===== src/mem_pkg.sv =====
package mem_pkg;

	// bus and address widths
	typedef logic [31:0] addr_t;
	typedef logic [63:0] data_t;
	typedef logic [7:0] strb_t;
	typedef logic [31:0] inst_t;

	// byte lanes per bus word
	localparam int LANES = 8;

	// axi response codes, only two are used here
	typedef logic [1:0] resp_t;
	localparam resp_t RESP_OKAY = 2'b00;
	localparam resp_t RESP_SLVERR = 2'b10;

	// access size, log2 of the byte count
	typedef logic [1:0] size_t;
	localparam size_t SIZE_B = 2'd0;
	localparam size_t SIZE_H = 2'd1;
	localparam size_t SIZE_W = 2'd2;
	localparam size_t SIZE_D = 2'd3;

	// sram geometry
	localparam int unsigned MEM_WORDS = 256;
	localparam int unsigned MEM_BYTES = MEM_WORDS * LANES;

	// word index, taken from address bits 10:3
	typedef logic [$clog2(MEM_WORDS)-1:0] word_idx_t;

endpackage

===== src/axi_lite_if.sv =====
`timescale 1ns/10ps

interface axi_lite_if;

	// read address channel
	logic arvalid;
	mem_pkg::addr_t araddr;
	logic arready;

	// read data channel
	logic rvalid;
	mem_pkg::data_t rdata;
	mem_pkg::resp_t rresp;
	logic rready;

	// write address channel
	logic awvalid;
	mem_pkg::addr_t awaddr;
	logic awready;

	// write data channel
	logic wvalid;
	mem_pkg::data_t wdata;
	mem_pkg::strb_t wstrb;
	logic wready;

	// write response channel
	logic bvalid;
	mem_pkg::resp_t bresp;
	logic bready;

	// requester side
	modport master (
		output arvalid, araddr, rready,
		output awvalid, awaddr, wvalid, wdata, wstrb, bready,
		input arready, rvalid, rdata, rresp,
		input awready, wready, bvalid, bresp
	);

	// responder side
	modport slave (
		input arvalid, araddr, rready,
		input awvalid, awaddr, wvalid, wdata, wstrb, bready,
		output arready, rvalid, rdata, rresp,
		output awready, wready, bvalid, bresp
	);

endinterface


===== src/lsu_port.sv =====
`timescale 1ns/10ps

module lsu_port (
	input logic clk,
	input logic rst,
	input logic ls_req,
	input logic ls_we,
	input mem_pkg::size_t ls_size,
	input logic ls_unsigned,
	input mem_pkg::addr_t ls_addr,
	input mem_pkg::data_t ls_wdata,
	output logic ls_done,
	output mem_pkg::data_t ls_rdata,
	output logic ls_err,
	axi_lite_if.master bus
);

	typedef enum logic [1:0] {
		LS_IDLE,
		LS_RD_WAIT,
		LS_WR_WAIT,
		LS_DONE
	} ls_state_e;

	ls_state_e state;
	// address phase still waiting for its handshake
	logic pend;
	logic uns_q;
	mem_pkg::size_t size_q;
	mem_pkg::addr_t addr_q;
	mem_pkg::data_t wdata_q;
	logic [2:0] offset;
	mem_pkg::data_t lane_data;
	mem_pkg::strb_t lane_strb;
	mem_pkg::data_t shifted;
	mem_pkg::data_t load_val;
	logic ar_fire;
	logic aw_fire;
	logic r_fire;
	logic b_fire;

	assign offset = addr_q[2:0];
	assign ar_fire = bus.arvalid && bus.arready;
	assign aw_fire = bus.awvalid && bus.awready;
	assign r_fire = bus.rvalid && bus.rready;
	assign b_fire = bus.bvalid && bus.bready;

	// store data copied to every lane, strobe picks the live bytes
	always_comb begin
		case (size_q)
			mem_pkg::SIZE_B: begin
				lane_data = {8{wdata_q[7:0]}};
				lane_strb = 8'h01 << offset;
			end
			mem_pkg::SIZE_H: begin
				lane_data = {4{wdata_q[15:0]}};
				lane_strb = 8'h03 << offset;
			end
			mem_pkg::SIZE_W: begin
				lane_data = {2{wdata_q[31:0]}};
				lane_strb = 8'h0f << offset;
			end
			default: begin
				lane_data = wdata_q;
				lane_strb = {mem_pkg::LANES{1'b1}};
			end
		endcase
	end

	// load: byte offset down to lane 0, then size and extension
	always_comb begin
		shifted = bus.rdata >> {offset, 3'b000};
		case (size_q)
			mem_pkg::SIZE_B: load_val = {{56{shifted[7] & ~uns_q}}, shifted[7:0]};
			mem_pkg::SIZE_H: load_val = {{48{shifted[15] & ~uns_q}}, shifted[15:0]};
			mem_pkg::SIZE_W: load_val = {{32{shifted[31] & ~uns_q}}, shifted[31:0]};
			default: load_val = shifted;
		endcase
	end

	assign bus.arvalid = (state == LS_RD_WAIT) && pend;
	assign bus.araddr = {addr_q[31:3], 3'b000};
	assign bus.rready = (state == LS_RD_WAIT);
	assign bus.awvalid = (state == LS_WR_WAIT) && pend;
	assign bus.awaddr = {addr_q[31:3], 3'b000};
	assign bus.wvalid = bus.awvalid;
	assign bus.wdata = lane_data;
	assign bus.wstrb = lane_strb;
	assign bus.bready = (state == LS_WR_WAIT);
	assign ls_done = (state == LS_DONE);

	always_ff @(posedge clk) begin
		if (rst) begin
			state <= LS_IDLE;
			pend <= 1'b0;
		end else begin
			case (state)
				LS_IDLE: begin
					if (ls_req) begin
						state <= ls_we ? LS_WR_WAIT : LS_RD_WAIT;
						pend <= 1'b1;
					end
				end
				LS_RD_WAIT: begin
					if (ar_fire) begin
						pend <= 1'b0;
					end
					if (r_fire) begin
						state <= LS_DONE;
					end
				end
				LS_WR_WAIT: begin
					if (aw_fire) begin
						pend <= 1'b0;
					end
					if (b_fire) begin
						state <= LS_DONE;
					end
				end
				// single cycle done pulse
				default: state <= LS_IDLE;
			endcase
		end
	end

	// request fields and results
	always_ff @(posedge clk) begin
		if (state == LS_IDLE && ls_req) begin
			size_q <= ls_size;
			uns_q <= ls_unsigned;
			addr_q <= ls_addr;
			wdata_q <= ls_wdata;
		end
		if (r_fire) begin
			ls_rdata <= load_val;
			ls_err <= (bus.rresp == mem_pkg::RESP_SLVERR);
		end
		if (b_fire) begin
			ls_err <= (bus.bresp == mem_pkg::RESP_SLVERR);
		end
	end

endmodule


===== src/flat_wrapper.sv =====
// flat-port wrapper written by rule: the top's interface ports become plain ports
module lsu_port_flat 
  (clk, rst, ls_req, ls_we, ls_size, ls_unsigned, ls_addr, ls_wdata, ls_done, ls_rdata, ls_err, bus_arvalid, bus_araddr, bus_rready, bus_awvalid, bus_awaddr, bus_wvalid, bus_wdata, bus_wstrb, bus_bready, bus_arready, bus_rvalid, bus_rdata, bus_rresp, bus_awready, bus_wready, bus_bvalid, bus_bresp);
  axi_lite_if bus_i ();
  input logic clk;
  input logic rst;
  input logic ls_req;
  input logic ls_we;
  input mem_pkg::size_t ls_size;
  input logic ls_unsigned;
  input mem_pkg::addr_t ls_addr;
  input mem_pkg::data_t ls_wdata;
  output logic ls_done;
  output mem_pkg::data_t ls_rdata;
  output logic ls_err;
  output wire logic [$bits(bus_i.arvalid)-1:0] bus_arvalid;
  output wire logic [$bits(bus_i.araddr)-1:0] bus_araddr;
  output wire logic [$bits(bus_i.rready)-1:0] bus_rready;
  output wire logic [$bits(bus_i.awvalid)-1:0] bus_awvalid;
  output wire logic [$bits(bus_i.awaddr)-1:0] bus_awaddr;
  output wire logic [$bits(bus_i.wvalid)-1:0] bus_wvalid;
  output wire logic [$bits(bus_i.wdata)-1:0] bus_wdata;
  output wire logic [$bits(bus_i.wstrb)-1:0] bus_wstrb;
  output wire logic [$bits(bus_i.bready)-1:0] bus_bready;
  input wire logic [$bits(bus_i.arready)-1:0] bus_arready;
  input wire logic [$bits(bus_i.rvalid)-1:0] bus_rvalid;
  input wire logic [$bits(bus_i.rdata)-1:0] bus_rdata;
  input wire logic [$bits(bus_i.rresp)-1:0] bus_rresp;
  input wire logic [$bits(bus_i.awready)-1:0] bus_awready;
  input wire logic [$bits(bus_i.wready)-1:0] bus_wready;
  input wire logic [$bits(bus_i.bvalid)-1:0] bus_bvalid;
  input wire logic [$bits(bus_i.bresp)-1:0] bus_bresp;
  assign bus_arvalid = bus_i.arvalid;
  assign bus_araddr = bus_i.araddr;
  assign bus_rready = bus_i.rready;
  assign bus_awvalid = bus_i.awvalid;
  assign bus_awaddr = bus_i.awaddr;
  assign bus_wvalid = bus_i.wvalid;
  assign bus_wdata = bus_i.wdata;
  assign bus_wstrb = bus_i.wstrb;
  assign bus_bready = bus_i.bready;
  assign bus_i.arready = bus_arready;
  assign bus_i.rvalid = bus_rvalid;
  assign bus_i.rdata = bus_rdata;
  assign bus_i.rresp = bus_rresp;
  assign bus_i.awready = bus_awready;
  assign bus_i.wready = bus_wready;
  assign bus_i.bvalid = bus_bvalid;
  assign bus_i.bresp = bus_bresp;
  lsu_port u_core (.clk(clk), .rst(rst), .ls_req(ls_req), .ls_we(ls_we), .ls_size(ls_size), .ls_unsigned(ls_unsigned), .ls_addr(ls_addr), .ls_wdata(ls_wdata), .ls_done(ls_done), .ls_rdata(ls_rdata), .ls_err(ls_err), .bus(bus_i));
endmodule

===== config.mk =====
export PLATFORM = sky130hd
export DESIGN_NAME = lsu_port_flat
export DESIGN_NICKNAME = d
export VERILOG_FILES = /design/src/mem_pkg.sv /design/src/axi_lite_if.sv /design/src/lsu_port.sv /design/src/flat_wrapper.sv
export SDC_FILE = /design/constraint.sdc
export NUM_CORES = 1
export LEC_CHECK = 0
export BUFFER_PORTS_ARGS = -buffer_cell sky130_fd_sc_hd__buf_2
export CELL_PAD_IN_SITES_DETAIL_PLACEMENT = 0
export CELL_PAD_IN_SITES_GLOBAL_PLACEMENT = 1
export CORE_MARGIN = 2
export CORE_UTILIZATION = 40
export DETAILED_ROUTE_END_ITERATION = 8
export PLACE_DENSITY_LB_ADDON = 0.1
export SLEW_MARGIN = 20
export SYNTH_ARGS = -nofsm -noshare
export SYNTH_HDL_FRONTEND = slang
export SYNTH_SLANG_ARGS = --single-unit

===== constraint.sdc =====
create_clock -name clk -period 5.29 [get_ports clk]
set_input_delay 1.058 -clock clk [delete_from_list [all_inputs] [get_ports clk]]
set_output_delay 1.058 -clock clk [all_outputs]
set_load 0.005 [all_outputs]

After elaboration in Yosys (flattened, before gate mapping)

Cells that the tools add are included.

Equal/unequal tests: 12
Shift-type cells: 4
Multiplexer cells: 14
Bitwise operators: 4
Reduce and logical (&&, ||, !) cells: 13

Operators by type and width:

| kind                | number |
|---|---|
| $pmux 64 s3         | 2 |
| $shr 64x6->64       | 1 |
| $pmux 8 s3          | 1 |
| $eq 2x2->1 const B  | 5 |
| $ne 2x2->1 const B  | 5 |
| $mux 2              | 4 |
| $shl 1x3->8 const A | 1 |
| $shl 2x3->8 const A | 1 |
| $shl 4x3->8 const A | 1 |
| $logic_and 1x1->1   | 7 |
| $pmux 2 s3          | 1 |
| $mux 1              | 5 |
| $eq 2x1->1 const B  | 2 |
| $logic_not 2->1     | 2 |
| $reduce_and 4->1    | 1 |
| $and 1x1->1         | 3 |
| $pmux 1 s3          | 1 |
| $reduce_and 3->1    | 1 |
| $reduce_bool 3->1   | 1 |
| $reduce_bool 2->1   | 1 |
| $not 1->1           | 1 |

Bits in registers: 167
Bits of input ports: 176
Output and inout port bits: 207
Word-level logic and storage cells: 55

Longest topological paths before layout

Gate-level depths: netlist of run 1.

Word-level depth: 5
Depth in mapped cells: 8
Gate-level depth less buffers: 6

Least setup slack after synthesis of run 1

OpenSTA, ideal clock, no wires.

Path type: input -> register
Start: input ls_req
End: register u_core.addr_q[0], enable pin
Setup time: 0.469 ns
Arrival time: 3.335 ns
Required time: 4.821 ns
Setup slack: 1.486 ns
Stages on the path: 1
Path buffers: 0
Cells stage by stage: and2_1

Longest elaborated chain between the ends: 1

Ends and longest elaborated chain:

| element              | RTL line          | source |
|---|---|---|
| start, declared      | flat_wrapper.sv:7 | `input logic ls_req;` |
| $logic_and 1x1->1    | lsu_port.sv:128   | `if (state == LS_IDLE && ls_req) begin` |
| end signal, assigned | lsu_port.sv:131   | `addr_q <= ls_addr;` |
| end, declared        | lsu_port.sv:30    | `mem_pkg::addr_t addr_q;` |

Every way passes these cells.
A chain may end at the register's enable or synchronous reset.

Worst setup path after layout of run 1

Start: register u_core.size_q[0]
End: output bus_wdata[33]

Longest elaborated chain between the ends: 2

Ends and longest elaborated chain:

| element                                  | RTL line           | source |
|---|---|---|
| start, declared                          | lsu_port.sv:29     | `mem_pkg::size_t size_q;` |
| start signal, assigned                   | lsu_port.sv:129    | `size_q <= ls_size;` |
| $eq 2x2->1, or another cell as far along | lsu_port.sv:50     | `case (size_q)` |
| $pmux 64 s3 (*)                          | lsu_port.sv:50     |  |
| end, declared                            | flat_wrapper.sv:22 | `output wire logic [$bits(bus_i.wdata)-1:0] bus_wdata;` |

Mark *: on every way between the ends. The rest lies on a longest branch, timed or not.

==> results.py, run 1 <==
metrics = {
    "run_status": {
        "status": "finished, final reports clean",
    },
    "setup_path": {
        "worstPathRequired_ps": 4230,
        "crit_arrival_ps": 2870,
        "crit_buf_inv": 2,
        "cp_cell_sequence": "inv_1 -> ha_1 -> or2_2 -> nor2_1 -> nor2_1 -> a22o_1 -> buf_2",
        "end_kind": "primary output",
        "worstSetupPathType": "reg2out",
        "critPathMaxStageDelay_ps": 720,
        "crit_top_cell": "nor2_1",
        "crit_fanout": 17,
        "cpMaxStageDelayCell": "ha_1",
        "crit_family": "simple AND/OR/NAND/NOR gates",
        "cp-start-kind": "flip-flop",
    },
    "route": {
        "via_count": 7180,
        "wl_um": 29200,
        "viasPerCell": 5.18,
        "drt_iter0_markers": 536,
        "wl_per_cell_um": 21.0,
        "dr.pass1.iters": 5,
        "drc": 0,
        "drtAntennaViolNets": 0,
    },
    "synth": {
        "synth-main-ff-cell": "edfxtp_1",
        "synth_cell_types": 51,
        "synthCells": 771,
        "syn_avg_cell_area_um2": 12.2,
        "syn_area_um2": 9390,
        "synth_edf_count": 164,
        "async_reset_ff_frac": 0,
        "synth.ff_latch_count": 167,
        "synth_warnings": 0,
        "synth_seq_area_share": 0.531,
    },
    "placement": {
        "dp_hpwl_um": 21500,
        "port_buffers": 375,
        "placed_cell_area_um2": 10900,
        "post-place-ws_ps": 1780,
        "gp_congestion": 0.824,
    },
    "timing": {
        "setup_violations": 0,
        "clock_skew_ps": 8.84,
        "fin_crit_ps": 3930,
        "rsz0062_at_grt": "no",
        "fin_ws_ps": 1360,
        "hold_viol": 0,
        "fin_crit_sh": 0.743,
        "finalMaxSlewViolations": 0,
        "setup_tns_ps": 0,
        "slew_headroom": 0.256,
        "max_slew.worst_pin.slew_ps": 1110,
        "max_freq_ghz": 0.255,
    },
    "finish": {
        "layout-drive-gt1-share": 0.458,
        "layout.nets": 1237,
        "syn_to_final_growth_pct": 22.4,
        "mostFrequentLayoutCells": "buf_2, edfxtp_1, nand2_1",
        "final_common_cell": "buf_2",
        "seq_area_um2": 4980,
        "final_area_um2": 11500,
        "fillers": 2266,
        "multiInputGateArea_um2": 3430,
    },
    "clocking": {
        "cts_buffer_depth": 2,
        "cts.sinks": 167,
        "clkLatencyLatePin_ps": 420,
        "cts-buffers-inserted": 17,
        "post_cts_resized": 0,
        "post_cts.repair.setup_buffers": 0,
        "cts-root-buf": "clkbuf_16",
        "holdBufCountCts": 0,
        "clk_pin_slew_ps": 70,
        "cts-htree-levels": 4,
        "cts_tree": "done",
    },
    "pwr": {
        "ir_worst_vdd_uv": 215,
        "p_per_area_nw_per_um2": 438,
        "total_power_mw": 5.04,
        "power.leakage_nw": 5.00,
    },
    "grt": {
        "grt_overflow": 0,
        "grt_pass1_wl_um": 42000,
        "grt_pass1_vias": 7010,
        "antenna_found_initial": 3,
        "track_usage": 0.229,
        "grt_max_degree": 66,
    },
    "floorplanning": {
        "die_area_um2": 24700,
        "pin_count": 383,
        "rows": 56,
        "die_width_um": 157,
        "design.core.area_um2": 23300,
        "start_util": 0.403,
        "die_height_um": 157,
    },
    "job": {
        "max_cap_violations": 0,
    },
    "hold_path": {
        "hold_class": "reg2reg",
    },
}
==> worst paths after layout <==
kind	startpoint	end	slack (ps)	cells past startpoint
max	u_core.size_q[0]	bus_wdata[33]	1360	7
min	u_core.pend	u_core.pend	520	2
max reg2reg	u_core.size_q[1]	u_core.ls_rdata[53]	2120	5
min reg2reg	u_core.pend	u_core.pend	520	2
==> cell usage after synthesis (all sizes together) (3+ instances only) <==
library cell	count	area (um^2)
nor2b	16	100
nand3	4	25.0
and2	4	25.0
a31oi	8	50.1
a221oi	8	70.1
nand2b	5	31.3
ha	9	113
o211ai	18	204
dfxtp	3	60.1
or2	6	37.5
nor2	29	109
buf	114	861
a21oi	21	105
edfxtp	164	4920
inv	18	67.6
mux4	15	338
o2111ai	8	70.1
nand2	101	379
a22o	23	201
o2bb2ai	7	61.3
o21ai	43	215
o21bai	5	37.5
nand4	25	307
mux2i	65	667
clkbuf	19	71.3
a22oi	16	125
o22ai	3	25.0
==> state kept, by name, indices dropped and copies added, names as in the netlist <==
signal and count:
u_core.ls_rdata 64, u_core.wdata_q 64, u_core.addr_q 32, u_core.size_q 2
u_core.state 2, u_core.ls_err 1, u_core.pend 1, u_core.uns_q 1
==> worst min-delay path: cells and delay by family, from the launching register on <==
kind | cells | cell delay, ps
DFF | 1 | 350
AOI/OAI and AO/OA | 2 | 130
==> per-layer routing <==
layer	track usage	vias to the layer above	part of all wire
li1	-	3375	-
met1	0.276	3478	0.39
met2	0.401	298	0.51
met3	0.0644	27	0.083
met4	0.0658	2	0.017
met5	0	-	0.00045
==> metrics by stage <==
step	instances	util	hold slack, ps
3_5_place_dp	1351	0.468	507
4_1_cts	1383	0.492	518
6_report	1387	0.494	515
5_1_grt	1384	0.494	538
2_1_floorplan	776	-	459
3_3_place_gp	1351	0.468	504
==> cell families after synthesis <==
logic type               synth area share
AND/OR/NAND/NOR                     0.112
AO/OA/AOI/OAI                       0.130
flip-flops                          0.531
buffers and inverters               0.107
multiplexers                        0.107
adder cells (fa/ha/maj)            0.0120
other                            0.000400
==> report_power, final <==
group	internal (mW)	switching [mW]
registers	1.84	0.145
clock network	0.630	0.612
logic	0.741	1.07
==> layout make-up <==
type,instances,area share
timing repair buffer,390,0.176
inverter,19,0.00621
sequential,167,0.434
antenna,3,0.000653
multi-input combinational,457,0.299
tap,319,0.0347
clock inverter,15,0.0131
clock buffer,17,0.0370
Note: power is estimated with default switching activity, not from simulation.
==> run 2: changes to the inputs <==
Settings changed: ABC_AREA from default to 1, CORE_UTILIZATION 40 to 32.
Clock period 5.29 ns to 3.5 ns, I/O delays scaled along.
==> run 2 against run 1 <==
Net effect: sequential power rose by 49%; critical path depth did not move; die area rose by 21%; non-clock buffer count rose by 3; first-iteration DRC count fell by 3.7%; clock power rose by 57%; clock skew rose by 4.6 ps; largest cell class unchanged; global-route usage fell by 2.3 points; critical endpoint is now bus_wdata[59]; combinational power rose by 51%; largest power group unchanged.
==> results.py, run 2 <==
metrics = {
    "hold_path": {
        "hold_end": "u_core.addr_q[29]",
        "hold_depth": 1,
        "hp-start": "ls_addr[29]",
        "hold_class": "in2reg",
    },
    "finish": {
        "final_area_um2": 11400,
        "layout.nets": 1472,
        "final_cell_count_no_fill": 1680,
        "final_common_cell": "nand2_1",
        "reg_top3": "u_core.ls_rdata x64, u_core.wdata_q x64, u_core.addr_q x32",
        "syn_to_final_growth_pct": 24.2,
        "utilization": 0.407,
        "layout-drive-gt1-share": 0.345,
        "fillers": 2888,
        "mostFrequentLayoutCells": "nand2_1, buf_2, edfxtp_1",
    },
    "synth": {
        "synth_area_leader_cell": "edfxtp_1",
        "async_reset_ff_frac": 0,
        "synth_area_leaders": "edfxtp_1, nand2_1, buf_4",
        "synth_seq_area_share": 0.545,
        "syn_area_um2": 9150,
        "syn_avg_cell_area_um2": 9.14,
        "synth-main-ff-cell": "edfxtp_1",
        "synth.ff_latch_count": 167,
        "synth_edf_count": 164,
        "synth_cell_types": 38,
        "synth_warnings": 0,
        "yosys.cell_count.top_type": "nand2_1",
        "synthCells": 1001,
        "yosys-top-cells-count": "nand2_1, edfxtp_1, buf_4",
        "synth.top_cell.area_share": 0.539,
    },
    "placement": {
        "port_buffers": 375,
        "placed_cell_area_um2": 10800,
        "gp_congestion": 0.804,
        "dp.cells": 1646,
        "dp_hpwl_um": 23200,
        "post-place-ws_ps": 615,
    },
    "setup_path": {
        "crit_arrival_ps": 2490,
        "end_kind": "primary output",
        "startpoint": "u_core.size_q[1]",
        "r2r-end": "u_core.ls_rdata[9]",
        "worst-r2r-setup-slack_ps": 920,
        "worstSetupPathType": "reg2out",
        "cp_cell_sequence": "inv_1 -> ha_1 -> clkinvlp_4 -> o211ai_1 -> nand2_1 -> nand2_1 -> buf_2",
        "worstPathRequired_ps": 2800,
        "cp-start-kind": "flip-flop",
        "critPathMaxStageDelay_ps": 460,
        "cpMaxStageDelayCell": "ha_1",
        "rr_startpoint": "u_core.addr_q[2]",
        "crit_top_cell": "nand2_1",
        "r2r_cells": 5,
        "crit_fanout": 10,
    },
    "route": {
        "wl_um": 30800,
        "drtAntennaViolNets": 0,
        "drc": 0,
        "dr.pass1.iters": 5,
        "wl_per_cell_um": 18.3,
        "via_count": 7855,
        "viasPerCell": 4.68,
        "drt_iter0_markers": 516,
    },
    "pwr": {
        "total_power_mw": 7.64,
        "p_per_area_nw_per_um2": 673,
        "power.leakage_nw": 5.40,
        "ir_worst_vdd_uv": 272,
    },
    "timing": {
        "whs_ps": 429,
        "max_slew.worst_pin.slew_ps": 844,
        "fin_ws_ps": 306,
        "hold_viol": 0,
        "fin_crit_sh": 0.913,
        "max_freq_ghz": 0.313,
        "fin_crit_ps": 3190,
        "slew_headroom": 0.437,
        "finalMaxSlewViolations": 0,
        "setup_tns_ps": 0,
        "rsz0062_at_grt": "no",
        "clock_skew_ps": 13.4,
        "setup_violations": 0,
    },
    "grt": {
        "grt_pass1_vias": 7994,
        "grt_pass1_wl_um": 47000,
        "track_usage": 0.206,
        "grt_overflow": 0,
        "grt_max_degree": 81,
        "antenna_found_initial": 7,
    },
    "floorplanning": {
        "start_util": 0.327,
        "rows": 61,
        "die_height_um": 173,
        "die_area_um2": 29900,
        "design.core.area_um2": 27900,
        "pin_count": 383,
        "die_width_um": 173,
    },
    "clocking": {
        "cts-buffers-inserted": 17,
        "post_cts_resized": 0,
        "cts_tree": "done",
        "clkLatencyLatePin_ps": 440,
        "cts_buffer_depth": 2,
        "cts-root-buf": "clkbuf_16",
        "cts-htree-levels": 4,
        "holdBufCountCts": 0,
        "cts.sinks": 167,
        "post_cts.repair.setup_buffers": 0,
        "clk_pin_slew_ps": 80,
    },
    "job": {
        "max_cap_violations": 0,
    },
    "run_status": {
        "status": "finished, final reports clean",
    },
}
run 2: power by group:
| group | internal (mW) | total (mW) | switching [mW] |
|---|---|---|---|
| Sequential | 2.78 | 2.96 | 0.177 |
| Clock | 1.02 | 1.95 | 0.933 |
| Combinational | 0.986 | 2.74 | 1.75 |
run 2: cells by family (layout without fill, tap and decap cells):
family,count (synthesis),count (layout),share of synthesized area
AO/OA/AOI/OAI,124,124,0.0781
adder cells (fa/ha/maj),9,9,0.0123
buffers and inverters,188,482,0.125
flip-flops,167,167,0.545
other,1,8,0.000410
AND/OR/NAND/NOR,512,512,0.239
run 2: cell type report:
class                   instances  area, um^2  share of cell area
repair buffers                393        2050               0.180
multi-input cells             651        3040               0.267
diodes                          2        5.00            0.000441
inverters                      57         220              0.0194
clock buffers                  18         429              0.0378
flip-flops and latches        167        4980               0.439
well taps                     378         473              0.0416
clock inverters                14         160              0.0141
run 2: routing by layer:
metal / GRT usage / vias to the layer above / wire, um
li1: - / 3885 / -
met3: 0.0589 / 38 / 2140
met1: 0.249 / 3631 / 12400
met5: 0 / - / 69
met4: 0.0544 / 10 / 536
met2: 0.358 / 291 / 15700
run 2: worst max-delay path by stage:
stage / end / cells past startpoint / slack [ps]
3_3_place_gp: bus_wdata[59] / 7 / 640
5_1_grt: bus_wdata[59] / 7 / 80
4_1_cts: bus_wdata[59] / 7 / 130
6_report: bus_wdata[59] / 7 / 310
2_1_floorplan: u_core.addr_q[0] / 2 / 380
3_5_place_dp: bus_wdata[59] / 7 / 620
run 2: worst max-delay path: cells and delay by family (launching register included):
family,cells,cell delay [ps]
simple gates,2,250
buf+inv,3,640
fa+ha+maj,1,460
compound gates,1,260
flops,1,440
==> run 3: changes to the inputs <==
Settings changed: BUFFER_PORTS_ARGS -buffer_cell sky130_fd_sc_hd__buf_2 to default, CORE_AREA from default to 2 2 149 151, CORE_MARGIN 2 to default, CORE_UTILIZATION 32 to default, DIE_AREA from default to 0 0 151 153, DONT_BUFFER_PORTS from default to 1.
Clock period 3.5 ns to 3.1 ns, I/O delays scaled along.
==> run 3 against run 2 <==
Net effect: wire length shrank 9.0%; sequential power up 17%; die area decreased by 23%; power is 4.1% higher; clock-buffer cell count is the same; critical endpoint is now bus_wdata[31]; largest cell class unchanged.
==> results.py, run 3 (synthesized netlist as in run 2, its figures left out) <==
metrics = {
    "run_status": {
        "status": "finished, final reports clean",
    },
    "floorplanning": {
        "rows": 54,
        "die_height_um": 153,
        "die_area_um2": 23100,
        "start_util": 0.426,
        "design.core.area_um2": 21500,
        "pin_count": 383,
        "die_width_um": 151,
    },
    "setup_path": {
        "worstPathRequired_ps": 2480,
        "crit_arrival_ps": 2260,
        "critPathMaxStageDelay_ps": 450,
        "cpMaxStageDelayCell": "edfxtp_1",
        "crit_family": "buffers and inverters",
        "crit_buf_inv": 3,
        "end_kind": "primary output",
        "cp-start-kind": "flip-flop",
        "worstSetupPathType": "reg2out",
        "crit_top_cell": "nand2_1",
        "cp_cell_sequence": "inv_1 -> ha_1 -> buf_4 -> clkinv_1 -> o211ai_1 -> nand2_1 -> nand2_1",
        "crit_fanout": 10,
    },
    "route": {
        "wl_per_cell_um": 23.0,
        "via_count": 6734,
        "dr_wl_met2_um": 13700,
        "met1_length_um": 11400,
        "wl_um": 28000,
        "drtAntennaViolNets": 0,
        "drt_iter0_markers": 639,
        "drc": 0,
        "routed.top_layer": "met5",
        "wl_met3_um": 2480,
        "dr.pass1.iters": 5,
        "viasPerCell": 5.53,
    },
    "clocking": {
        "cts_buffer_depth": 2,
        "holdBufCountCts": 0,
        "cts-root-buf": "clkbuf_16",
        "post_cts_resized": 1,
        "cts-htree-levels": 4,
        "post_cts.repair.setup_buffers": 0,
        "cts-buffers-inserted": 17,
        "cts.sinks": 167,
        "cts_tree": "done",
        "clkLatencyLatePin_ps": 440,
        "clk_pin_slew_ps": 80,
    },
    "grt": {
        "grt_max_degree": 81,
        "grt_overflow": 0,
        "grt_pass1_wl_um": 41100,
        "track_usage": 0.240,
        "antenna_found_initial": 3,
        "grt_pass1_vias": 6552,
    },
    "finish": {
        "syn_to_final_growth_pct": 3.26,
        "layout-drive-gt1-share": 0.0898,
        "layout.nets": 1107,
        "mostFrequentLayoutCells": "nand2_1, edfxtp_1, nand3_1, o21ai_0, inv_1",
        "final_common_cell": "nand2_1",
        "final_cell_count_no_fill": 1217,
        "reg_top3": "u_core.ls_rdata x64, u_core.wdata_q x64, u_core.addr_q x32",
        "final_area_um2": 9440,
    },
    "hold_path": {
        "hold_class": "in2reg",
    },
    "timing": {
        "setup_tns_ps": 0,
        "setup_violations": 0,
        "hold_viol": 0,
        "clock_skew_ps": 16.2,
        "finalMaxSlewViolations": 0,
        "max_freq_ghz": 0.347,
        "rsz0062_at_grt": "no",
        "fin_crit_sh": 0.930,
        "slew_headroom": 0.539,
        "max_slew.worst_pin.slew_ps": 691,
        "fin_crit_ps": 2880,
    },
    "placement": {
        "dp.cells": 1183,
        "placed_cell_area_um2": 8850,
        "gp_congestion": 0.907,
        "port_buffers": 0,
        "dp_hpwl_um": 20900,
    },
    "pwr": {
        "ir_worst_vdd_uv": 412,
        "p_per_area_nw_per_um2": 843,
        "power.leakage_nw": 3.94,
    },
    "job": {
        "max_cap_violations": 0,
    },
}
[run 3: changes by cell type in the layout (fill, tap and decap cells not counted), moves of 2 or more]
cell / before / now
buf_2: 375 / 0
buf_4: 15 / 24
clkinv_4: 1 / 4
clkinvlp_4: 3 / 1
inv_6: 4 / 0
inv_8: 3 / 7
[run 3: power breakdown]
part,switching (mW),internal (mW),total [mW]
clock,1.03,1.08,2.11
combinational,1.71,0.669,2.38
sequential,0.316,3.15,3.47
total,3.06,4.90,7.96
[run 3: metrics by stage]
step            util  hold slack, ps  worst slack, ps  power [mW]
6_report       0.439             243              218        7.96
5_1_grt        0.439             227             40.0        8.43
4_1_cts        0.439             226              215        8.05
3_5_place_dp   0.412             554              455        5.92
3_3_place_gp   0.412             535              518        5.88
2_1_floorplan      -             510             63.3        5.35
[run 3: metal layers]
metal / track usage / vias to the layer above
li1: - / 3150
met1: 0.302 / 3182
met2: 0.395 / 367
met3: 0.0770 / 31
met4: 0.0725 / 4
met5: 0 / -
[run 3: layout make-up]
| cell class | count | area (um^2) |
|---|---|---|
| clock inverters | 14 | 154 |
| repair buffers | 28 | 260 |
| well taps | 280 | 350 |
| fillers | 2073 | 12000 |
| diodes | 2 | 5.00 |
| multi-input cells | 651 | 3040 |
| clock buffers | 18 | 429 |
| inverters | 57 | 216 |
| flip-flops and latches | 167 | 4980 |
[run 3: worst paths after layout]
path,slack (ps),cells after the start,startpoint,to
max,220,7,u_core.size_q[1],bus_wdata[31]
min,240,1,rst,u_core.state[0]
max reg2reg,610,6,u_core.addr_q[2],u_core.ls_rdata[47]
min reg2reg,570,2,u_core.pend,u_core.pend
